### src/common/gmii_rx_pkg.sv
// gmii byte mode only; rx_stat carries end-of-frame pulses and no running counters
`default_nettype none

package gmii_rx_pkg;

    localparam int BYTE_W = 8;

    typedef enum logic [BYTE_W-1:0] {
        ETH_PRE = 8'h55,
        ETH_SFD = 8'hd5
    } eth_pre_t;

    typedef enum logic [1:0] {
        STATE_IDLE,
        STATE_PIPE,
        STATE_PAYLOAD
    } rx_state_t;

    // reflected ethernet polynomial, register starts at all ones
    localparam logic [31:0] CRC_POLY    = 32'hedb88320;
    localparam logic [31:0] CRC_RESIDUE = 32'hdebb20e3;

    typedef struct packed {
        logic [BYTE_W-1:0] data;
        logic              dv;
        logic              er;
    } gmii_sample_t;

    // user on the last beat marks a bad frame
    typedef struct packed {
        logic [BYTE_W-1:0] data;
        logic              valid;
        logic              last;
        logic              user;
    } rx_beat_t;

    // mcast is the raw group bit of the destination
    typedef struct packed {
        logic mcast;
        logic bcast;
        logic vlan;
    } hdr_flags_t;

    typedef struct packed {
        logic [15:0] pkt_len;
        logic        good;
        logic        bad;
        logic        bad_fcs;
        logic        oversize;
        logic        framing;
        logic        ucast;
        logic        mcast;
        logic        bcast;
        logic        vlan;
    } rx_stat_t;

endpackage

`default_nettype wire

### src/hdl/gmii_rx.sv
// gmii receive path, byte mode; MAX_PKT_LEN counts from the byte after sfd through the fcs
`timescale 1ns/1ps
`default_nettype none

module gmii_rx #(
    parameter int MAX_PKT_LEN = 1518
) (
    input  wire logic                      clk,
    input  wire logic                      reset_crc,
    input  wire gmii_rx_pkg::gmii_sample_t gmii_in,
    output gmii_rx_pkg::rx_beat_t          rx_out,
    output gmii_rx_pkg::rx_stat_t          rx_stat
);

    gmii_rx_pkg::gmii_sample_t tap_head;
    gmii_rx_pkg::gmii_sample_t tap_tail;
    gmii_rx_pkg::hdr_flags_t   flags;

    logic fcs_ok;
    logic crc_clear;
    logic crc_update;
    logic hdr_clear;
    logic hdr_step;

    rx_delay_line rx_delay_line_inst (
        .clk       (clk),
        .reset_crc (reset_crc),
        .gmii_in   (gmii_in),
        .tap_head  (tap_head),
        .tap_tail  (tap_tail)
    );

    rx_fcs_check rx_fcs_check_inst (
        .clk        (clk),
        .crc_clear  (crc_clear),
        .crc_update (crc_update),
        .data       (tap_head.data),
        .fcs_ok     (fcs_ok)
    );

    rx_hdr_classify rx_hdr_classify_inst (
        .clk       (clk),
        .hdr_clear (hdr_clear),
        .hdr_step  (hdr_step),
        .data      (tap_tail.data),
        .flags     (flags)
    );

    rx_frame_ctrl #(
        .MAX_PKT_LEN (MAX_PKT_LEN)
    ) rx_frame_ctrl_inst (
        .clk        (clk),
        .reset_crc  (reset_crc),
        .gmii_in    (gmii_in),
        .tap_head   (tap_head),
        .tap_tail   (tap_tail),
        .fcs_ok     (fcs_ok),
        .flags      (flags),
        .crc_clear  (crc_clear),
        .crc_update (crc_update),
        .hdr_clear  (hdr_clear),
        .hdr_step   (hdr_step),
        .rx_out     (rx_out),
        .rx_stat    (rx_stat)
    );

endmodule

`default_nettype wire

### src/hdl/rx_delay_line.sv
// five fixed stages; only dv and er are cleared by reset, data is don't-care until refilled
`timescale 1ns/1ps
`default_nettype none

module rx_delay_line (
    input  wire logic                      clk,
    input  wire logic                      reset_crc,
    input  wire gmii_rx_pkg::gmii_sample_t gmii_in,
    output gmii_rx_pkg::gmii_sample_t      tap_head,
    output gmii_rx_pkg::gmii_sample_t      tap_tail
);

    localparam int DEPTH = 5;

    // stage 0 feeds the crc, the last stage is four bytes behind it
    gmii_rx_pkg::gmii_sample_t stage [0:DEPTH-1];

    always_ff @(posedge clk) begin
        stage[0] <= gmii_in;
        for (int i = 1; i < DEPTH; i++) begin
            stage[i] <= stage[i-1];
        end

        if (reset_crc) begin
            for (int i = 0; i < DEPTH; i++) begin
                stage[i].dv <= 1'b0;
                stage[i].er <= 1'b0;
            end
        end
    end

    assign tap_head = stage[0];
    assign tap_tail = stage[DEPTH-1];

endmodule

`default_nettype wire

### src/hdl/rx_fcs_check.sv
// one byte per update, lsb first; fcs_ok is only meaningful while the last fcs byte is on data
`timescale 1ns/1ps
`default_nettype none

module rx_fcs_check (
    input  wire logic                           clk,
    input  wire logic                           crc_clear,
    input  wire logic                           crc_update,
    input  wire logic [gmii_rx_pkg::BYTE_W-1:0] data,
    output logic                                fcs_ok
);

    logic [31:0] crc_reg;
    logic [31:0] crc_next;

    // bitwise galois step over one byte
    always_comb begin
        crc_next = crc_reg;
        for (int i = 0; i < gmii_rx_pkg::BYTE_W; i++) begin
            if (crc_next[0] ^ data[i]) begin
                crc_next = (crc_next >> 1) ^ gmii_rx_pkg::CRC_POLY;
            end else begin
                crc_next = crc_next >> 1;
            end
        end
    end

    always_ff @(posedge clk) begin
        if (crc_clear) begin
            crc_reg <= '1;
        end else if (crc_update) begin
            crc_reg <= crc_next;
        end
    end

    // frame plus its own fcs leaves the fixed residue
    assign fcs_ok = crc_next == gmii_rx_pkg::CRC_RESIDUE;

endmodule

`default_nettype wire

### src/rx_frame/rx_frame_ctrl.sv
// no back-pressure on rx_out; frame end is taken from undelayed dv, er counts only with dv
`timescale 1ns/1ps
`default_nettype none

module rx_frame_ctrl #(
    parameter int MAX_PKT_LEN = 1518
) (
    input  wire logic                      clk,
    input  wire logic                      reset_crc,
    input  wire gmii_rx_pkg::gmii_sample_t gmii_in,
    input  wire gmii_rx_pkg::gmii_sample_t tap_head,
    input  wire gmii_rx_pkg::gmii_sample_t tap_tail,
    input  wire logic                      fcs_ok,
    input  wire gmii_rx_pkg::hdr_flags_t   flags,
    output logic                           crc_clear,
    output logic                           crc_update,
    output logic                           hdr_clear,
    output logic                           hdr_step,
    output gmii_rx_pkg::rx_beat_t          rx_out,
    output gmii_rx_pkg::rx_stat_t          rx_stat
);

    gmii_rx_pkg::rx_state_t state_reg, state_next;

    logic        pre_seen_reg, pre_seen_next;
    logic        frame_err_reg, frame_err_next;
    logic [15:0] len_reg, len_next;
    logic        oversize;
    logic        good;

    gmii_rx_pkg::rx_beat_t out_next;
    gmii_rx_pkg::rx_stat_t stat_next;

    // crc runs from the byte after sfd, header from the first payload beat
    assign crc_clear  = state_reg == gmii_rx_pkg::STATE_IDLE;
    assign crc_update = !crc_clear;
    assign hdr_step   = state_reg == gmii_rx_pkg::STATE_PAYLOAD;
    assign hdr_clear  = !hdr_step;

    assign oversize = int'(len_reg) > MAX_PKT_LEN;
    assign good     = fcs_ok && !frame_err_reg && !oversize;

    always_comb begin
        state_next     = state_reg;
        pre_seen_next  = pre_seen_reg;
        frame_err_next = frame_err_reg;
        len_next       = len_reg;
        out_next       = '0;
        stat_next      = '0;

        if (len_reg != 16'hffff) begin
            len_next = len_reg + 16'd1;
        end

        if (gmii_in.dv && gmii_in.er) begin
            frame_err_next = 1'b1;
        end

        case (state_reg)
            gmii_rx_pkg::STATE_IDLE: begin
                len_next = 16'd1;
                // gmii_in already holds the first byte after a head sfd
                frame_err_next = gmii_in.dv && gmii_in.er;

                if (!tap_head.dv || tap_head.er) begin
                    pre_seen_next = 1'b0;
                end else if (tap_head.data == gmii_rx_pkg::ETH_PRE) begin
                    pre_seen_next = 1'b1;
                end else if (tap_head.data == gmii_rx_pkg::ETH_SFD) begin
                    pre_seen_next = 1'b0;
                    if (pre_seen_reg) begin
                        state_next = gmii_rx_pkg::STATE_PIPE;
                    end
                end else begin
                    pre_seen_next = 1'b0;
                end
            end
            gmii_rx_pkg::STATE_PIPE: begin
                // wait for sfd to reach the tail
                if (tap_tail.dv && !tap_tail.er && tap_tail.data == gmii_rx_pkg::ETH_SFD) begin
                    state_next = gmii_rx_pkg::STATE_PAYLOAD;
                end
            end
            gmii_rx_pkg::STATE_PAYLOAD: begin
                out_next.data  = tap_tail.data;
                out_next.valid = 1'b1;

                if (!gmii_in.dv) begin
                    // fcs now sits in stages 0 to 3
                    out_next.last      = 1'b1;
                    out_next.user      = !good;
                    stat_next.pkt_len  = len_reg;
                    stat_next.good     = good;
                    stat_next.bad      = frame_err_reg || !fcs_ok || oversize;
                    stat_next.bad_fcs  = !fcs_ok && !frame_err_reg;
                    stat_next.oversize = oversize;
                    stat_next.framing  = frame_err_reg;
                    stat_next.ucast    = !flags.mcast;
                    stat_next.mcast    = flags.mcast && !flags.bcast;
                    stat_next.bcast    = flags.bcast;
                    stat_next.vlan     = flags.vlan;
                    state_next         = gmii_rx_pkg::STATE_IDLE;
                end
            end
            default: begin
                state_next = gmii_rx_pkg::STATE_IDLE;
            end
        endcase
    end

    always_ff @(posedge clk) begin
        state_reg     <= state_next;
        pre_seen_reg  <= pre_seen_next;
        frame_err_reg <= frame_err_next;
        len_reg       <= len_next;
        rx_out        <= out_next;
        rx_stat       <= stat_next;

        if (reset_crc) begin
            state_reg     <= gmii_rx_pkg::STATE_IDLE;
            pre_seen_reg  <= 1'b0;
            frame_err_reg <= 1'b0;
            len_reg       <= '0;
            rx_out.valid  <= 1'b0;
            rx_out.last   <= 1'b0;
            rx_stat       <= '0;
        end
    end

    // last beat and status pulse share one cycle
    a_last_valid: assert property (@(posedge clk) disable iff (reset_crc)
        rx_out.last |-> rx_out.valid && rx_stat.pkt_len != 16'd0);

    a_good_bad_excl: assert property (@(posedge clk) disable iff (reset_crc)
        (rx_stat.good || rx_stat.bad) |->
            !(rx_stat.good && rx_stat.bad) && rx_stat.pkt_len != 16'd0);

endmodule

`default_nettype wire

### src/rx_frame/rx_hdr_classify.sv
// flags hold until hdr_clear; frames shorter than 14 payload bytes leave them partly built
`timescale 1ns/1ps
`default_nettype none

module rx_hdr_classify (
    input  wire logic                           clk,
    input  wire logic                           hdr_clear,
    input  wire logic                           hdr_step,
    input  wire logic [gmii_rx_pkg::BYTE_W-1:0] data,
    output gmii_rx_pkg::hdr_flags_t             flags
);

    // saturates at 15, past the ethertype
    logic [3:0] ptr_reg;

    always_ff @(posedge clk) begin
        if (hdr_clear) begin
            ptr_reg <= '0;
            flags   <= '0;
        end else if (hdr_step) begin
            if (ptr_reg != 4'hf) begin
                ptr_reg <= ptr_reg + 4'd1;
            end

            case (ptr_reg)
                4'd0: begin
                    flags.mcast <= data[0];
                    flags.bcast <= data == 8'hff;
                end
                4'd1, 4'd2, 4'd3, 4'd4, 4'd5: begin
                    flags.bcast <= flags.bcast && data == 8'hff;
                end
                // 802.1q tpid
                4'd12: flags.vlan <= data == 8'h81;
                4'd13: flags.vlan <= flags.vlan && data == 8'h00;
                default: begin
                end
            endcase
        end
    end

    // frame controller never steps while clearing
    a_clear_step_excl: assert property (@(posedge clk) hdr_step |-> !hdr_clear);

endmodule

`default_nettype wire

### config.mk
export PLATFORM = sky130hd
export DESIGN_NAME = gmii_rx
export DESIGN_NICKNAME = d
export VERILOG_FILES = /design/src/common/gmii_rx_pkg.sv /design/src/hdl/gmii_rx.sv /design/src/hdl/rx_delay_line.sv /design/src/hdl/rx_fcs_check.sv /design/src/rx_frame/rx_frame_ctrl.sv /design/src/rx_frame/rx_hdr_classify.sv
export SDC_FILE = /design/constraint.sdc
export NUM_CORES = 1
export LEC_CHECK = 0
export BUFFER_PORTS_ARGS = -buffer_cell sky130_fd_sc_hd__buf_4
export CAP_MARGIN = 20
export CORE_MARGIN = 10
export CORE_UTILIZATION = 30
export CTS_BUF_LIST = sky130_fd_sc_hd__clkbuf_8
export DETAILED_ROUTE_END_ITERATION = 8
export PLACE_DENSITY_LB_ADDON = 0.15
export SLEW_MARGIN = 40
export SYNTH_ARGS = -nofsm -noshare
export SYNTH_HDL_FRONTEND = slang
export SYNTH_SLANG_ARGS = --single-unit
### constraint.sdc
create_clock -name clk -period 3.3 [get_ports clk]
set_input_delay 0.165 -clock clk [delete_from_list [all_inputs] [get_ports clk]]
set_output_delay 0.165 -clock clk [all_outputs]
set_load 0.01 [all_outputs]
==> flow_metrics.env, run 1 <==
export IMPL_synth_edff_count=0
export IMPL_final_common_cell="dfxtp_1"
export IMPL_numCtsBuffers=17
export IMPL_crit_path_top_delay_cell="a2111oi_4"
export IMPL_grt_max_degree=33
export IMPL_grt_pass1_vias=3591
export IMPL_worstSkewPairLatency_ps=450
export IMPL_gr_usage_all_layers_pct=9.82
export IMPL_tightestPinTransition_ps=635
export IMPL_yosys_warnings=0
export IMPL_die_w_um=155
export IMPL_clk_path_buf_depth=2
export IMPL_cap_violations=0
export IMPL_place_ws_ps=304
export IMPL_max_stage_delay_ps=460
export IMPL_synth_top_area_share_pct=53.1
export IMPL_dp_cells=784
export IMPL_fin_crit_ps=3070
export IMPL_die_area_mm2=0.0240
export IMPL_dr_pass1_iters=6
export IMPL_std_cell_rows=49
export IMPL_syn_nets=538
export IMPL_grt_antenna_before_repair=0
export IMPL_setup_viol=0
export IMPL_skew_ps=16.7
export IMPL_muxShareOfSynthArea_pct=0.732
export IMPL_synthFlopType="dfxtp_1"
export IMPL_fmax_mhz=325
export IMPL_synth_adder_area_share_pct=1.60
export IMPL_final_cells=827
export IMPL_critical_path_class="reg -> reg"
export IMPL_crit_fanout=11
export IMPL_crit_chain="xnor2_4, xor2_2, inv_2, xnor2_2, and3_1, a22oi_1, a211o_1, a2111oi_4, and3_1"
export IMPL_arrival_ps=3450
export IMPL_dpl_hpwl_mm=8.22
export IMPL_worstSetupStartpointType="flop"
export IMPL_worstHoldPathCells=0
export IMPL_synth_xor_area_share_pct=17.3
export IMPL_ioPinCount=48
export IMPL_hold_violations=0
export IMPL_num_antenna_cells=0
export IMPL_relSlewSlack_pct=57.7
export IMPL_final_cell_mix="145 x dfxtp_1, 52 x buf_4, 43 x nand2_1"
export IMPL_avgSynthCellArea_um2=10.5
export IMPL_critical_path_required_ps=3680
export IMPL_vias=3612
export IMPL_async_flop_share_pct=0
export IMPL_design_area_mm2=0.00660
export IMPL_cts_clk_slew_worst_paths_ps=80
export IMPL_min_path_type="reg -> reg"
export IMPL_power_density_mw_per_mm2=534
export IMPL_area_growth_pct=20.7
export IMPL_netlist_area_mm2=0.00547
export IMPL_r2r_cells=9
export IMPL_rsz0062_at_grt="no"
export IMPL_fill_cells=1800
export IMPL_cts_htree_levels=4
export IMPL_ys_top_cells_by_area="dfxtp_1 53%, xnor2_1 6.2%, xor2_1 4.5%, and2_1 3.4%, xnor2_4 3.0%"
export IMPL_initial_core_util_pct=30.5
export IMPL_peakVddDrop_v=0.000274
export IMPL_synth_top_area_cell="dfxtp_1"
export IMPL_synth_simple_area_share_pct=19.3
export IMPL_ant_nets=0
export IMPL_core_mm2=0.0180
export IMPL_multiInputGateArea_mm2=0.00245
export IMPL_fin_ws_ps=225
export IMPL_grt_first_pass_wirelength_mm=18.8
export IMPL_largest_register_ffs=50
export IMPL_overflow=0
export IMPL_wl_per_cell_um=13.8
export IMPL_final_nets=604
export IMPL_p_leak_uw=0.00255
export IMPL_drive_gt1_share_pct=18.1
export IMPL_status="finished, final reports clean"
export IMPL_placed_area_mm2=0.00608
export IMPL_slew_violations=0
export IMPL_drc=0
export IMPL_ys_seq_elements=145
export IMPL_synth_compound_gate_area_share_pct=5.92
export IMPL_finalWirelength_mm=11.4
export IMPL_fin_total_pwr_uw=3520
export IMPL_die_y_um=155
export IMPL_root_buffer="clkbuf_8"
export IMPL_seq_area_frac_synth_pct=53.1
export IMPL_cts_tree="built"
export IMPL_seq_area_mm2=0.00290
export IMPL_syn_inst=519
export IMPL_gp_congestion=0.816
export IMPL_yosysUniqueCellTypes=47
export IMPL_io_buffers=47
export IMPL_cts_sinks=145
export IMPL_drt_iter0_markers=172
export IMPL_end_kind="flop"
export IMPL_setup_tns_final_ps=0
export IMPL_crit_top_cell="and3_1"
export IMPL_finalCritPeriodShare_pct=93.2
export IMPL_vias_per_cell=4.37
export IMPL_synth_top_family_by_area="simple AND/OR/NAND/NOR gates"
Yosys cell counts (all sizes together) (4+ instances only):
master / count
and3: 11
a21oi: 11
ha: 7
nor2: 40
mux2i: 4
dfxtp: 145
nor3: 14
and2: 30
nand2b: 4
nand2: 43
nor2b: 14
nor4: 4
o21ai: 13
clkbuf: 14
inv: 12
nand3: 15
or2: 4
xnor2: 55
a31oi: 6
xor2: 30
nor3b: 10
cells by family after synthesis:
kind of cell,Yosys count
and+or+nand+nor,202
DFF,145
xor gates and xnor gates,85
AOI/OAI and AO/OA,48
buffers and inverters,28
adders and majority gates,7
muxes,4
worst max-delay path: cells and delay by family (launching register included):
| family | cells | cell delay [ps] |
|---|---|---|
| XOR/XNOR | 3 | 1020 |
| AO/OA/AOI/OAI | 3 | 920 |
| AND/OR/NAND/NOR | 2 | 460 |
| flip-flops | 1 | 380 |
| buffers and inverters | 1 | 210 |
layer usage:
layer	vias to the layer above	wire length, um	track usage, %
met3	17	561	3.36
met1	1672	5520	12.4
li1	1855	-	-
met5	-	0	0
met2	68	5130	14.6
met4	0	203	4.77
final timing paths:
check / start / end / slack, ps
setup / recovery: rx_delay_line_inst.stage[0][2]$_DFF_P_ / rx_frame_ctrl_inst.rx_stat[8]$_SDFF_PP0_ / 230
hold / removal: rx_delay_line_inst.stage[2][5]$_DFF_P_ / rx_delay_line_inst.stage[3][5]$_DFF_P_ / 330
setup reg to reg: rx_delay_line_inst.stage[0][2]$_DFF_P_ / rx_frame_ctrl_inst.rx_stat[8]$_SDFF_PP0_ / 230
hold reg to reg: rx_delay_line_inst.stage[2][5]$_DFF_P_ / rx_delay_line_inst.stage[3][5]$_DFF_P_ / 330
stage by stage:
stage	hold WS, ps	util, %
after CTS	324	36.7
after global placement	271	33.8
after floorplan	193	-
after detailed placement	271	33.8
final	330	36.7
after global routing	326	36.7
power by group:
group | total [uW] | switching [uW] | leakage (uW) | internal (uW)
logic | 296 | 159 | 0.00116 | 137
registers | 1800 | 19.1 | 0.00119 | 1780
clock network | 1430 | 666 | 0.000204 | 764
repair_timing:
| action | CTS | global route |
|---|---|---|
| endpoints found under the setup margin | 0 | 1 |
| endpoints found under the hold margin | 14 | 0 |
| hold buffers | 11 | 0 |
| setup buffers | 0 | 0 |
| resized for setup | 0 | 1 |
final cells by class:
type,count,share of cell area [%]
Clock buffer,18,3.75
Inverter,12,0.682
Tap cell,229,4.34
Timing Repair Buffer,63,7.58
Multi-Input combinational cell,346,37.2
Sequential cell,145,44.0
Clock inverter,14,2.48
Power figures use the tool's default switching activity.
==> run 2, diff against run 1 <==
--- a/config.mk
+++ b/config.mk
@@ -11,7 +11,6 @@
 export CORE_UTILIZATION = 30
 export CTS_BUF_LIST = sky130_fd_sc_hd__clkbuf_8
 export DETAILED_ROUTE_END_ITERATION = 8
-export PLACE_DENSITY_LB_ADDON = 0.15
 export SLEW_MARGIN = 40
 export SYNTH_ARGS = -nofsm -noshare
 export SYNTH_HDL_FRONTEND = slang
==> run 2 against run 1 <==
Against the previous run: worst setup slack gained 78 ps; maximum frequency grew 2.6%; non-clock buffer count shrank 4; register-to-register slack gained 80 ps; first-iteration DRC count decreased by 4.1%; clock-buffer cell count unchanged; die area unchanged; via count shrank 0.69%; wire length down 4.4%; global-route usage decreased by 0.45 points; total power is 2.1% higher.
==> flow_metrics.env, run 2 (synthesis gave the netlist of run 1 again) <==
export IMPL_status="finished, final reports clean"
export IMPL_finalWirelength_mm=10.9
export IMPL_worstSetupStartpointType="flop"
export IMPL_holdPathEnd="rx_delay_line_inst.stage[4][6]$_DFF_P_"
export IMPL_largest_register_ffs=50
export IMPL_cts_tree="built"
export IMPL_area_growth_pct=20.6
export IMPL_cts_htree_levels=4
export IMPL_power_density_mw_per_mm2=545
export IMPL_gr_usage_all_layers_pct=9.37
export IMPL_drc=0
export IMPL_vias_per_cell=4.36
export IMPL_overflow=0
export IMPL_rsz0062_at_grt="no"
export IMPL_setup_viol=0
export IMPL_slew_violations=0
export IMPL_gp_congestion=0.858
export IMPL_vias=3587
export IMPL_fill_cells=1741
export IMPL_die_w_um=155
export IMPL_hold_start="rx_delay_line_inst.stage[3][6]$_DFF_P_"
export IMPL_grt_antenna_before_repair=0
export IMPL_grt_first_pass_wirelength_mm=18.1
export IMPL_cts_clk_slew_worst_paths_ps=80
export IMPL_grt_pass1_vias=3678
export IMPL_setup_tns_final_ps=0
export IMPL_multiInputGateArea_mm2=0.00245
export IMPL_grt_max_degree=34
export IMPL_std_cell_rows=49
export IMPL_core_mm2=0.0180
export IMPL_cpLargestDelayFamily="XOR/XNOR gates"
export IMPL_io_buffers=47
export IMPL_path_buf_inv=1
export IMPL_cap_violations=0
export IMPL_root_buffer="clkbuf_8"
export IMPL_crit_path_top_delay_cell="a2111oi_4"
export IMPL_fin_crit_ps=3000
export IMPL_die_y_um=155
export IMPL_final_common_cell="dfxtp_1"
export IMPL_final_nets=600
export IMPL_regToRegSetupSlack_ps=300
export IMPL_num_antenna_cells=0
export IMPL_numCtsBuffers=17
export IMPL_crit_fanout=11
export IMPL_hold_violations=0
export IMPL_dr_pass1_iters=4
export IMPL_end_kind="flop"
export IMPL_fmax_mhz=334
export IMPL_ant_nets=0
export IMPL_wl_per_cell_um=13.3
export IMPL_dpl_hpwl_mm=7.89
export IMPL_fin_ws_ps=303
export IMPL_drive_gt1_share_pct=17.8
export IMPL_worstHoldPathCells=0
export IMPL_clk_path_buf_depth=2
export IMPL_place_ws_ps=336
export IMPL_r2r_cells=9
export IMPL_timing_rr_start="rx_delay_line_inst.stage[0][2]$_DFF_P_"
export IMPL_p_leak_uw=0.00254
export IMPL_die_area_mm2=0.0240
export IMPL_final_cell_mix="145 x dfxtp_1, 48 x buf_4, 43 x nand2_1"
export IMPL_critical_path_required_ps=3620
export IMPL_peakVddDrop_v=0.000261
export IMPL_max_stage_delay_ps=440
export IMPL_post_route_util_pct=36.7
export IMPL_cts_resized=0
export IMPL_reg2reg_to="rx_frame_ctrl_inst.rx_stat[7]$_SDFF_PP0_"
export IMPL_seq_area_mm2=0.00290
export IMPL_drt_iter0_markers=165
export IMPL_tightestPinTransition_ps=645
export IMPL_ioPinCount=48
export IMPL_relSlewSlack_pct=57.0
export IMPL_critical_path_class="reg -> reg"
export IMPL_worstSkewPairLatency_ps=450
export IMPL_arrival_ps=3320
export IMPL_finalCritPeriodShare_pct=90.8
export IMPL_initial_core_util_pct=30.5
export IMPL_skew_ps=12.5
export IMPL_crit_chain="xnor2_4, xor2_2, inv_2, xnor2_2, and3_1, a22oi_1, a211o_1, a2111oi_4, a21oi_1"
export IMPL_min_path_type="reg -> reg"
export IMPL_cts_sinks=145
==> run 2: cell types whose count changed in the layout (fill, tap and decap cells not counted), sizes merged <==
| cell | delta |
|---|---|
| buf | -4 |
| clkinv | -2 |
| clkinvlp | -2 |
| inv | +4 |
==> run 2: layout make-up <==
type                       instances  area share, %
sequential                       145           44.0
tap                              229           4.34
clock inverter                    14           2.86
inverter                          12          0.683
timing repair buffer              59           7.13
multi-input combinational        346           37.2
clock buffer                      18           3.76
==> run 2: stage by stage <==
stage          hold WS [ps]  instances  power (uW)  instance area (um2)
6_report                332        823        3600                 6600
5_1_grt                 324        823        3730                 6600
4_1_cts                 331        823        3640                 6600
3_5_place_dp            271        780        2110                 6050
3_3_place_gp            270        780        2110                 6050
2_1_floorplan           193        519        2060                 5470
==> run 2: power breakdown <==
group	leakage, uW	internal [uW]	total, uW	switching [uW]
Combinational	0.00114	134	288	154
Clock	0.000216	793	1510	718
Sequential	0.00119	1780	1800	18.8
==> run 2: worst max-delay path by stage <==
stage / start / endpoint / slack [ps] / cells past startpoint
final: rx_delay_line_inst.stage[0][2]$_DFF_P_ / rx_frame_ctrl_inst.rx_stat[7]$_SDFF_PP0_ / 300 / 9
after global routing: rx_delay_line_inst.stage[0][2]$_DFF_P_ / rx_frame_ctrl_inst.rx_stat[7]$_SDFF_PP0_ / 150 / 9
after floorplan: rx_fcs_check_inst.crc_reg[0]$_SDFF_PP1_ / rx_frame_ctrl_inst.rx_out[0]$_SDFF_PP0_ / 830 / 9
after CTS: rx_delay_line_inst.stage[0][2]$_DFF_P_ / rx_frame_ctrl_inst.rx_stat[7]$_SDFF_PP0_ / 320 / 9
after detailed placement: rx_delay_line_inst.stage[0][2]$_DFF_P_ / rx_frame_ctrl_inst.rx_stat[7]$_SDFF_PP0_ / 340 / 9
after global placement: rx_delay_line_inst.stage[0][2]$_DFF_P_ / rx_frame_ctrl_inst.rx_out[0]$_SDFF_PP0_ / 430 / 9
==> run 2: what timing repair did <==
item / in CTS / in global routing
hold endpoints to repair: 15 / 0
setup buffers: 0 / 0
hold buffers: 11 / 0
==> run 2: per-layer routing <==
metal | vias up | wire length (um) | share of wire (%) | GRT usage (%)
met3 | 13 | 564 | 5.2 | 3.92
met2 | 60 | 5090 | 47 | 15.0
li1 | 1842 | - | - | -
met4 | 0 | 152 | 1.4 | 3.51
met1 | 1672 | 5110 | 47 | 11.0
met5 | - | 0 | 0 | 0
==> run 3, diff against run 2 <==
--- a/config.mk
+++ b/config.mk
@@ -7,7 +7,7 @@
 export LEC_CHECK = 0
 export BUFFER_PORTS_ARGS = -buffer_cell sky130_fd_sc_hd__buf_4
 export CAP_MARGIN = 20
-export CORE_MARGIN = 10
+export CORE_MARGIN = 3
 export CORE_UTILIZATION = 30
 export CTS_BUF_LIST = sky130_fd_sc_hd__clkbuf_8
 export DETAILED_ROUTE_END_ITERATION = 8
==> run 3 against run 2 <==
Against the previous run: wire length fell by 3.7%; hold slack got worse by 4.3 ps; highest routed layer unchanged; via count rose by 0.89%; critical endpoint is now rx_frame_ctrl_inst.rx_stat[8]$_SDFF_PP0_; clock-buffer cell count fell by 1; flip-flop and latch count did not move; first-iteration DRC count rose by 26%.
==> flow_metrics.env, run 3 (synthesis gave the netlist of run 1 again) <==
export IMPL_status="finished, final reports clean"
export IMPL_setup_viol=0
export IMPL_numCtsBuffers=17
export IMPL_end_kind="flop"
export IMPL_ioPinCount=48
export IMPL_fin_ws_ps=371
export IMPL_cap_violations=0
export IMPL_die_w_um=141
export IMPL_die_y_um=141
export IMPL_die_area_mm2=0.0199
export IMPL_min_path_type="reg -> reg"
export IMPL_fmax_mhz=341
export IMPL_grt_antenna_before_repair=0
export IMPL_gp_congestion=0.886
export IMPL_worstSkewPairLatency_ps=450
export IMPL_fin_crit_ps=2930
export IMPL_overflow=0
export IMPL_wl_per_cell_um=12.8
export IMPL_worstSetupStartpointType="flop"
export IMPL_num_antenna_cells=0
export IMPL_dr_pass1_iters=4
export IMPL_core_mm2=0.0176
export IMPL_post_route_util_pct=37.3
export IMPL_hold_violations=0
export IMPL_finalWirelength_mm=10.5
export IMPL_grt_first_pass_wirelength_mm=17.8
export IMPL_root_buffer="clkbuf_8"
export IMPL_crit_fanout=11
export IMPL_cts_tree="built"
export IMPL_cts_sinks=145
export IMPL_power_density_mw_per_mm2=529
export IMPL_critical_path_class="reg -> reg"
export IMPL_drive_gt1_share_pct=18.0
export IMPL_arrival_ps=3320
export IMPL_largest_register_ffs=50
export IMPL_clk_path_buf_depth=2
export IMPL_relSlewSlack_pct=58.2
export IMPL_critical_path_required_ps=3690
export IMPL_ant_nets=0
export IMPL_p_leak_uw=0.00253
export IMPL_place_ws_ps=370
export IMPL_skew_ps=11.4
export IMPL_final_nets=601
export IMPL_std_cell_rows=48
export IMPL_drt_iter0_markers=208
export IMPL_tightestPinTransition_ps=626
export IMPL_drc=0
export IMPL_final_common_cell="dfxtp_1"
export IMPL_dpl_hpwl_mm=7.60
export IMPL_initial_core_util_pct=31.1
export IMPL_cts_clk_slew_worst_paths_ps=90
export IMPL_peakVddDrop_v=0.000294
export IMPL_area_growth_pct=19.9
export IMPL_grt_pass1_vias=3627
export IMPL_timing_hold_ws_ps=328
export IMPL_setup_tns_final_ps=0
export IMPL_final_cell_mix="145 x dfxtp_1, 49 x buf_4, 43 x nand2_1"
export IMPL_vias_per_cell=4.41
export IMPL_finalCritPeriodShare_pct=88.7
export IMPL_gr_usage_all_layers_pct=11.3
export IMPL_slew_violations=0
export IMPL_grt_max_degree=34
export IMPL_rsz0062_at_grt="no"
export IMPL_vias=3619
export IMPL_cts_htree_levels=4
export IMPL_io_buffers=47
[run 3: what timing repair did]
item | CTS | global route
gates resized for setup | 0 | 0
setup buffers | 0 | 0
endpoints found under the hold margin | 25 | 0
hold buffers | 11 | 0
[run 3: area by class of cell]
class	instances	area, um2
Multi-Input combinational cell	346	2450
Inverter	12	45.0
Clock buffer	17	234
Sequential cell	145	2900
Tap cell	225	282
Clock inverter	15	166
Timing Repair Buffer	60	478
Fill cell	1723	11000
[run 3: routing by layer]
metal  global-route usage, %  routed length, um  vias up  part of all wire [%]
met2                    17.9               4910       78                    47
met1                    13.9               4920     1688                    47
met4                    4.64                146        0                   1.4
met5                       0                  0        -                     0
li1                        -                  -     1842                     -
met3                    4.04                544       11                   5.2
[run 3: worst paths after layout]
kind                                                               from  slack, ps  depth (start not counted)                                  endpoint
worst min register to register   rx_delay_line_inst.stage[3][9]$_DFF_P_        330                          0    rx_delay_line_inst.stage[4][9]$_DFF_P_
worst max register to register  rx_fcs_check_inst.crc_reg[0]$_SDFF_PP1_        370                          9  rx_frame_ctrl_inst.rx_stat[8]$_SDFF_PP0_
worst min-delay path             rx_delay_line_inst.stage[3][9]$_DFF_P_        330                          0    rx_delay_line_inst.stage[4][9]$_DFF_P_
worst max-delay path            rx_fcs_check_inst.crc_reg[0]$_SDFF_PP1_        370                          9  rx_frame_ctrl_inst.rx_stat[8]$_SDFF_PP0_
[run 3: through the flow]
step                instance area (um2)  std cells  power (uW)
global placement                   6050        777        2120
finish                             6560        820        3470
detailed placement                 6050        777        2120
global route                       6560        820        3620
floorplan                          5470        519        2060
CTS                                6560        820        3520
[run 3: critical path, cell delays in order (launching register included)]
cell	delay, ps
dfxtp_1	360
xnor2_4	400
xor2_2	270
inv_2	200
xnor2_2	340
and3_1	230
a22oi_1	70
a211o_1	340
a2111oi_4	430
and3_1	210
[run 3: where the power goes]
group | internal [uW] | total (uW) | switching, uW
sequential | 1780 | 1800 | 18.5
clock | 634 | 1380 | 745
combinational | 135 | 291 | 156
total | 2550 | 3470 | 920
